`config.mk`:
```
export PLATFORM = sky130hd
export DESIGN_NAME = ultra_small_core
export DESIGN_NICKNAME = d
export VERILOG_FILES = /design/src/logic/core_pkg.sv /design/src/logic/serial_exec_if.sv /design/src/logic/instr_decoder.sv /design/src/logic/reg_file.sv /design/src/logic/serial_alu.sv /design/src/logic/pc_serial_adder.sv /design/src/logic/core_sequencer.sv /design/src/logic/ultra_small_core.sv
export SDC_FILE = /design/constraint.sdc
export NUM_CORES = 1
export LEC_CHECK = 0
export BUFFER_PORTS_ARGS = -buffer_cell sky130_fd_sc_hd__buf_4
export CORE_MARGIN = 8
export CORE_UTILIZATION = 25
export DETAILED_ROUTE_END_ITERATION = 8
export GPL_ROUTABILITY_DRIVEN = 0
export PLACE_DENSITY = 0.45
export SLEW_MARGIN = 20
export SYNTH_ARGS = -nofsm -noshare
export SYNTH_HDL_FRONTEND = slang
export SYNTH_SLANG_ARGS = --single-unit
```
`constraint.sdc`:
```
create_clock -name w_clk -period 10.4 [get_ports w_clk]
set_input_delay 1.56 -clock w_clk [delete_from_list [all_inputs] [get_ports w_clk]]
set_output_delay 1.56 -clock w_clk [all_outputs]
set_load 0.01 [all_outputs]
```
`src/logic/core_pkg.sv`:
```
package core_pkg;

    localparam int unsigned XLEN       = 32;
    localparam int unsigned DIGIT_W    = 2;               // bits per serial cycle
    localparam int unsigned DIGITS     = XLEN / DIGIT_W;  // serial cycles per word
    localparam int unsigned REG_ADDR_W = 5;
    localparam int unsigned NUM_REGS   = 32;
    localparam int unsigned PC_STEP    = 4;

    localparam logic [6:0] OPCODE_OP     = 7'b0110011;
    localparam logic [6:0] OPCODE_OP_IMM = 7'b0010011;
    localparam logic [6:0] HALT_OPCODE   = 7'b1111111;  // custom, outside rv32i

    typedef logic [XLEN-1:0]       word_t;
    typedef logic [DIGIT_W-1:0]    digit_t;
    typedef logic [REG_ADDR_W-1:0] reg_addr_t;

    // ALU_NONE marks anything the core retires as a no-op
    typedef enum logic [2:0] {
        ALU_NONE,
        ALU_ADD,
        ALU_SUB,
        ALU_XOR,
        ALU_OR,
        ALU_AND
    } alu_op_e;

    typedef enum logic [1:0] {
        ST_DECODE,
        ST_EXECUTE,
        ST_WRITEBACK,
        ST_HALTED
    } core_state_e;

endpackage

```
`src/logic/serial_exec_if.sv`:
```
`timescale 1ns/1ns

interface serial_exec_if;
    import core_pkg::*;

    logic    load;       // one cycle, captures operands
    logic    step;       // held high for the digit cycles
    word_t   operand_a;
    word_t   operand_b;
    alu_op_e alu_op;
    word_t   result;

    modport seq (
        output load, step, operand_a, operand_b, alu_op,
        input  result
    );

    modport alu (
        input  load, step, operand_a, operand_b, alu_op,
        output result
    );

endinterface

```
`src/logic/instr_decoder.sv`:
```
`timescale 1ns/1ns

module instr_decoder (
    input  core_pkg::word_t     instr,
    output core_pkg::reg_addr_t rs1,
    output core_pkg::reg_addr_t rs2,
    output core_pkg::reg_addr_t rd,
    output core_pkg::word_t     imm,
    output logic                use_imm,
    output core_pkg::alu_op_e   alu_op,
    output logic                is_halt
);
    import core_pkg::*;

    logic [6:0] opcode;
    logic [2:0] funct3;

    assign opcode = instr[6:0];
    assign funct3 = instr[14:12];

    assign rs1 = instr[19:15];
    assign rs2 = instr[24:20];
    assign rd  = instr[11:7];
    assign imm = {{20{instr[31]}}, instr[31:20]};  // i-type, sign extended

    assign use_imm = (opcode == OPCODE_OP_IMM);
    assign is_halt = (opcode == HALT_OPCODE);

    always_comb begin
        alu_op = ALU_NONE;
        if (opcode == OPCODE_OP || opcode == OPCODE_OP_IMM) begin
            case (funct3)
                3'b000: begin
                    // funct7 bit 5 selects sub, register form only
                    if (opcode == OPCODE_OP && instr[30]) begin
                        alu_op = ALU_SUB;
                    end else begin
                        alu_op = ALU_ADD;
                    end
                end
                3'b100:  alu_op = ALU_XOR;
                3'b110:  alu_op = ALU_OR;
                3'b111:  alu_op = ALU_AND;
                default: alu_op = ALU_NONE;  // shifts, compares retire as no-op
            endcase
        end
    end

endmodule

```
`src/logic/reg_file.sv`:
```
`timescale 1ns/1ns

module reg_file (
    input  logic                w_clk,
    input  core_pkg::reg_addr_t rs1,
    input  core_pkg::reg_addr_t rs2,
    output core_pkg::word_t     rdata1,
    output core_pkg::word_t     rdata2,
    input  logic                we,
    input  core_pkg::reg_addr_t rd,
    input  core_pkg::word_t     wdata
);
    import core_pkg::*;

    word_t mem [NUM_REGS];

    // x0 reads as zero whatever the array holds
    assign rdata1 = (rs1 == '0) ? '0 : mem[rs1];
    assign rdata2 = (rs2 == '0) ? '0 : mem[rs2];

    always_ff @(posedge w_clk) begin
        if (we && rd != '0) begin
            mem[rd] <= wdata;
        end
    end

endmodule

```
`src/logic/serial_alu.sv`:
```
`timescale 1ns/1ns

module serial_alu (
    input logic        w_clk,
    input logic        r_rst,
    serial_exec_if.alu exec
);
    import core_pkg::*;

    word_t   opa_sr;
    word_t   opb_sr;
    word_t   result_sr;
    alu_op_e op_q;
    logic    carry;
    digit_t  b_dig;
    digit_t  sum_dig;
    digit_t  res_dig;
    logic    carry_out;

    always_comb begin
        // subtract as a + ~b + 1, the 1 comes from the carry preset
        b_dig = (op_q == ALU_SUB) ? ~opb_sr[DIGIT_W-1:0] : opb_sr[DIGIT_W-1:0];
        {carry_out, sum_dig} = {1'b0, opa_sr[DIGIT_W-1:0]} + {1'b0, b_dig} + {2'b00, carry};
        case (op_q)
            ALU_ADD, ALU_SUB: res_dig = sum_dig;
            ALU_XOR: res_dig = opa_sr[DIGIT_W-1:0] ^ opb_sr[DIGIT_W-1:0];
            ALU_OR:  res_dig = opa_sr[DIGIT_W-1:0] | opb_sr[DIGIT_W-1:0];
            ALU_AND: res_dig = opa_sr[DIGIT_W-1:0] & opb_sr[DIGIT_W-1:0];
            default: res_dig = '0;
        endcase
    end

    always_ff @(posedge w_clk) begin
        if (r_rst) begin
            carry <= 1'b0;
        end else if (exec.load) begin
            carry <= (exec.alu_op == ALU_SUB);  // carry in of the lowest digit
        end else if (exec.step) begin
            carry <= carry_out;
        end
    end

    always_ff @(posedge w_clk) begin
        if (exec.load) begin
            opa_sr <= exec.operand_a;
            opb_sr <= exec.operand_b;
            op_q   <= exec.alu_op;
        end else if (exec.step) begin
            opa_sr    <= opa_sr >> DIGIT_W;
            opb_sr    <= opb_sr >> DIGIT_W;
            result_sr <= {res_dig, result_sr[XLEN-1:DIGIT_W]};  // fills from the top
        end
    end

    assign exec.result = result_sr;

endmodule

```
`src/logic/pc_serial_adder.sv`:
```
`timescale 1ns/1ns

module pc_serial_adder (
    input  logic            w_clk,
    input  logic            r_rst,
    input  logic            load,
    input  logic            step,
    input  core_pkg::word_t pc,
    output core_pkg::word_t next_pc
);
    import core_pkg::*;

    word_t  pc_sr;   // low digits consumed, sum digits shifted in on top
    word_t  inc_sr;
    logic   carry;
    digit_t sum_dig;
    logic   carry_out;

    assign {carry_out, sum_dig} = {1'b0, pc_sr[DIGIT_W-1:0]} + {1'b0, inc_sr[DIGIT_W-1:0]}
                                  + {2'b00, carry};

    always_ff @(posedge w_clk) begin
        if (r_rst) begin
            carry <= 1'b0;
        end else if (load) begin
            carry <= 1'b0;
        end else if (step) begin
            carry <= carry_out;
        end
    end

    always_ff @(posedge w_clk) begin
        if (load) begin
            pc_sr  <= pc;
            inc_sr <= word_t'(PC_STEP);
        end else if (step) begin
            pc_sr  <= {sum_dig, pc_sr[XLEN-1:DIGIT_W]};
            inc_sr <= inc_sr >> DIGIT_W;
        end
    end

    assign next_pc = pc_sr;  // full pc + 4 once all digits are in

endmodule

```
`src/logic/core_sequencer.sv`:
```
`timescale 1ns/1ns

module core_sequencer (
    input  logic                w_clk,
    input  logic                r_rst,
    serial_exec_if.seq          exec,
    input  core_pkg::word_t     rdata1,
    input  core_pkg::word_t     rdata2,
    input  core_pkg::reg_addr_t rd,
    input  core_pkg::word_t     imm,
    input  logic                use_imm,
    input  core_pkg::alu_op_e   alu_op,
    input  logic                is_halt,
    input  core_pkg::word_t     next_pc,
    output logic                serial_load,
    output logic                serial_step,
    output core_pkg::word_t     pc,
    output logic                rf_we,
    output core_pkg::reg_addr_t rf_rd,
    output core_pkg::word_t     rf_wdata,
    output core_pkg::word_t     rout,
    output logic                retire,
    output logic                halt
);
    import core_pkg::*;

    core_state_e                state;
    logic [$clog2(DIGITS)-1:0]  cnt;       // digit index during execute
    reg_addr_t                  rd_q;
    alu_op_e                    alu_op_q;
    logic                       wr_en;

    assign serial_load = (state == ST_DECODE);
    assign serial_step = (state == ST_EXECUTE);

    assign exec.load      = serial_load;
    assign exec.step      = serial_step;
    assign exec.operand_a = rdata1;
    assign exec.operand_b = use_imm ? imm : rdata2;
    assign exec.alu_op    = alu_op;  // alu latches its own copy on load

    // alu-type instructions only, x0 never written
    assign wr_en = (state == ST_WRITEBACK) && (alu_op_q != ALU_NONE) && (rd_q != '0);

    assign rf_we    = wr_en;
    assign rf_rd    = rd_q;
    assign rf_wdata = exec.result;
    assign halt     = (state == ST_HALTED);

    always_ff @(posedge w_clk) begin
        if (r_rst) begin
            state    <= ST_DECODE;
            cnt      <= '0;
            pc       <= '0;
            rout     <= '0;
            retire   <= 1'b0;
            rd_q     <= '0;
            alu_op_q <= ALU_NONE;
        end else begin
            retire <= 1'b0;
            case (state)
                ST_DECODE: begin
                    rd_q     <= rd;
                    alu_op_q <= alu_op;
                    cnt      <= '0;
                    if (is_halt) begin
                        state <= ST_HALTED;  // pc stays on the halt word
                    end else begin
                        state <= ST_EXECUTE;
                    end
                end
                ST_EXECUTE: begin
                    cnt <= cnt + 1'b1;
                    if (&cnt) begin  // last digit
                        state <= ST_WRITEBACK;
                    end
                end
                ST_WRITEBACK: begin
                    pc     <= next_pc;
                    retire <= 1'b1;  // no-ops retire too
                    if (wr_en) begin
                        rout <= exec.result;
                    end
                    state <= ST_DECODE;
                end
                ST_HALTED: begin
                    state <= ST_HALTED;  // only reset leaves
                end
            endcase
        end
    end

endmodule

```
`src/logic/ultra_small_core.sv`:
```
`timescale 1ns/1ns

module ultra_small_core (
    input  logic            w_clk,
    input  logic            r_rst,
    output core_pkg::word_t imem_addr,
    input  core_pkg::word_t imem_data,
    output core_pkg::word_t rout,
    output logic            retire,
    output logic            halt
);
    import core_pkg::*;

    reg_addr_t rs1;
    reg_addr_t rs2;
    reg_addr_t rd;
    word_t     imm;
    logic      use_imm;
    alu_op_e   alu_op;
    logic      is_halt;
    word_t     rdata1;
    word_t     rdata2;
    word_t     next_pc;
    logic      serial_load;
    logic      serial_step;
    logic      rf_we;
    reg_addr_t rf_rd;
    word_t     rf_wdata;

    serial_exec_if exec ();

    instr_decoder u_decoder (
        .instr   (imem_data),
        .rs1     (rs1),
        .rs2     (rs2),
        .rd      (rd),
        .imm     (imm),
        .use_imm (use_imm),
        .alu_op  (alu_op),
        .is_halt (is_halt)
    );

    reg_file u_reg_file (
        .w_clk  (w_clk),
        .rs1    (rs1),
        .rs2    (rs2),
        .rdata1 (rdata1),
        .rdata2 (rdata2),
        .we     (rf_we),
        .rd     (rf_rd),
        .wdata  (rf_wdata)
    );

    serial_alu u_alu (
        .w_clk (w_clk),
        .r_rst (r_rst),
        .exec  (exec.alu)
    );

    pc_serial_adder u_pc_adder (
        .w_clk   (w_clk),
        .r_rst   (r_rst),
        .load    (serial_load),
        .step    (serial_step),
        .pc      (imem_addr),  // program counter drives fetch directly
        .next_pc (next_pc)
    );

    core_sequencer u_sequencer (
        .w_clk       (w_clk),
        .r_rst       (r_rst),
        .exec        (exec.seq),
        .rdata1      (rdata1),
        .rdata2      (rdata2),
        .rd          (rd),
        .imm         (imm),
        .use_imm     (use_imm),
        .alu_op      (alu_op),
        .is_halt     (is_halt),
        .next_pc     (next_pc),
        .serial_load (serial_load),
        .serial_step (serial_step),
        .pc          (imem_addr),
        .rf_we       (rf_we),
        .rf_rd       (rf_rd),
        .rf_wdata    (rf_wdata),
        .rout        (rout),
        .retire      (retire),
        .halt        (halt)
    );

endmodule

```
==> metrics.txt <==
Fillers=21,780; area of the multi-input gates=between 0.015 and 0.02 mm²; clk sinks=1,238; commonest non-fill, non-tap cell in the layout=edfxtp_1; Pwr Density=215.2 mW/mm²; Ys Warns=0; top layer in use=met4; Die Y=a little under 500 µm; Core ar.=0.2219 mm²; accumulated negative setup slack=0 ns; grt ovf=0; worst hold path depth=2; worst slack, placed=5.345 ns; CTS tree=done; starting density of the core=25.13%; Yosys cell types=57; first-pass GRT wire length=272,000 µm; largest net degree at the start of global routing=96; Area Overhead vs Synth=17.37%; RSZ-0062 raised after global routing=no; Slew Viols, Final=0; Port Buffers=99; Clock Path Buffers=3; total CTS buffers=146; commonest cells after routing, fill and taps aside=1,155 x edfxtp_1, 401 x mux2i_1, 392 x mux4_2, 187 x buf_4, 147 x clkbuf_16; First DRT Iteration DRCs=~3,500; Inst Count DP=slightly above 6,000; Die Area=approximately 0.24 mm²; Seq. cell area=0.03634 mm²; initial antenna violation count=7; Worst-path clk slew=0.05 ns; HPWL after detailed placement=110,600 µm; post-synth top area share=62.22%; Clock Tree Root=clkbuf_16; max-cap viol count=0; Crit path largest cell delay=~1.2 ns; Clock Skew=between 0.06 and 0.07 ns; Placed Area=around 0.06 mm²; Synth area leader=edfxtp_1; critical path launch point type=register; worst hold path class=reg2reg; endpoints failing hold=0; via count=33,050; GR Util All Layers=between 10% and 20%; final cell count without fillers=6,398; status=finished clean; critical path depth in cells=7; die width=488.2 µm; Detail Route Antenna Nets=0; Slew @ Worst Pin=~1.2 ns; largest cells by area after synthesis=edfxtp_1 62%, mux4_2 16%, mux2i_1 7.2%, dfxtp_1 3.0%, o22ai_1 1.4%; row count=~170; Leak=0.02121 µW; number of global-route vias before repair=33,440; Post-synth EDFFs=between 1,000 and 1,500; crit-path leading delay family=simple AND/OR/NAND/NOR gates; H-tree levels=4; CP most frequent cell=buf_4; Crit-path slowest cell=nor2_4; post-synthesis cell count=roughly 3,200; PostCTS Resize Cnt=0; final period utilization=44.38%; Post-synth ARST share=0%; Synth Register Bits=approximately 1,200; Max Fclk=~220 MHz; Hold-fix buffers, CTS=0; Post-CTS Setup Inserts=0; Clock Latency Late Sink=0.81 ns; WP data required=10.82 ns; main flop type after synthesis=edfxtp_1; setup violators final=0; nets=3,352; Ports=100; cell chain of the critical path=inv_1, ha_2, buf_4, o31a_1, nand3b_1, nor2_4, buf_4; Design Area, Final=0.06543 mm²; CP max FO=34; Syn Area/Cell=around 18 µm²; number of detailed-route iterations in the first pass=5; Max VDD drop=0.2393 mV; DRC=0; CP endpoint kind=register; routed len/inst=30.83 µm; WL final=197,300 µm; Reg2Reg Depth=7; met3 wire len=around 12,000 µm; Vias/cell=5.165; sequential share of the synthesized area=around two thirds; critical path arrival=5.04 ns; Setup Crit Path Kind=reg2reg; final worst slack=5.785 ns; routed wl met2=92,210 µm; min Tclk post-route=4.615 ns; R2R setup slack=5.78 ns; M1 WL=88,580 µm; Max-slew headroom=about a fifth; Critical path buffers and inverters=3; Synth Cell Area=approximately 0.056 mm²; share of cells above drive strength 1=a little over a quarter
## cell usage after synthesis, drive strengths merged, types with 3 or more instances
cell type,count
inv,20
nor3b,3
buf,125
nor4b,3
a31oi,3
mux2,34
nand3,12
a32oi,29
or3,5
edfxtp,1155
o31ai,3
nand2,74
and3,7
o221ai,40
dfxtp,83
nor3,94
nand2b,5
fa,3
ha,10
o21ai,27
nor2,143
nor4,13
clkbuf,122
o31a,19
nor2b,5
or2,3
mux2i,401
a211o,36
a21oi,86
o22ai,126
o41ai,29
a2111oi,3
nand3b,6
a221oi,17
mux4,392
## per-stage QoR
step / hold slack (ns) / util [%] / power [µW]
floorplan: 0.4448 / - / 7919
global placement: 0.4438 / 27.24 / 9080
detailed placement: 0.4490 / 27.29 / 9103
CTS: 0.4567 / 29.39 / 14150
global route: 0.4774 / 29.49 / 14530
finish: 0.4542 / 29.49 / 14080
## cells by family after synthesis
logic type | count (synthesis) | share of synthesized area [%]
fa+ha+maj | 13 | 0.3322
buf+inv | 267 | 2.036
simple gates | 381 | 3.144
compound gates | 430 | 5.512
other cells | 1 | 0.006727
flops | 1238 | 65.20
mux | 827 | 23.72
xor+xnor | 3 | 0.04714
## tightest hold or removal path: stages, from the launching register on
cell and delay, ns:
dfxtp_1 0.31, nand2_1 0.05, a21oi_1 0.05
## registers in the layout (all words and copies together) (netlist names)
signal,cells
u_sequencer.rout,32
u_pc_adder.next_pc,32
u_alu.carry,1
u_sequencer.pc,32
u_sequencer.rf_rd,5
u_reg_file.mem,1024
u_sequencer.alu_op_q,3
u_alu.opb_sr,32
u_pc_adder.carry,1
u_alu.exec.result,32
u_sequencer.state,2
u_sequencer.cnt,4
u_alu.opa_sr,32
u_sequencer.retire,1
u_pc_adder.inc_sr,2
u_alu.op_q,3
## report_power, final
group          leakage, µW  internal, µW  switching [µW]
combinational      0.00771           754            1550
clock              0.00226          2860            2170
sequential          0.0112          6340             396
## final cells by class
type | instances | area share, %
antenna | 1 | 0.003825
sequential | 1238 | 55.55
clock buffer | 188 | 5.919
multi-input combinational | 1686 | 28.61
timing repair buffer | 213 | 2.884
clock inverter | 77 | 1.220
inverter | 20 | 0.1262
tap | 2975 | 5.689
## final timing paths
| check | startpoint | to |
|---|---|---|
| max | u_sequencer.state[0] | u_reg_file.mem[25][4] |
| min | u_sequencer.rout[18] | u_sequencer.rout[18] |
| max reg2reg | u_sequencer.state[0] | u_reg_file.mem[25][4] |
| min reg2reg | u_sequencer.rout[18] | u_sequencer.rout[18] |
## per-layer routing
layer | global-route usage, % | vias up
li1 | - | 13520
met1 | 22.49 | 18000
met2 | 25.80 | 1272
met3 | 2.775 | 248
met4 | 3.933 | 0
met5 | 0 | -
No activity file was read; power rests on OpenSTA's default activity.
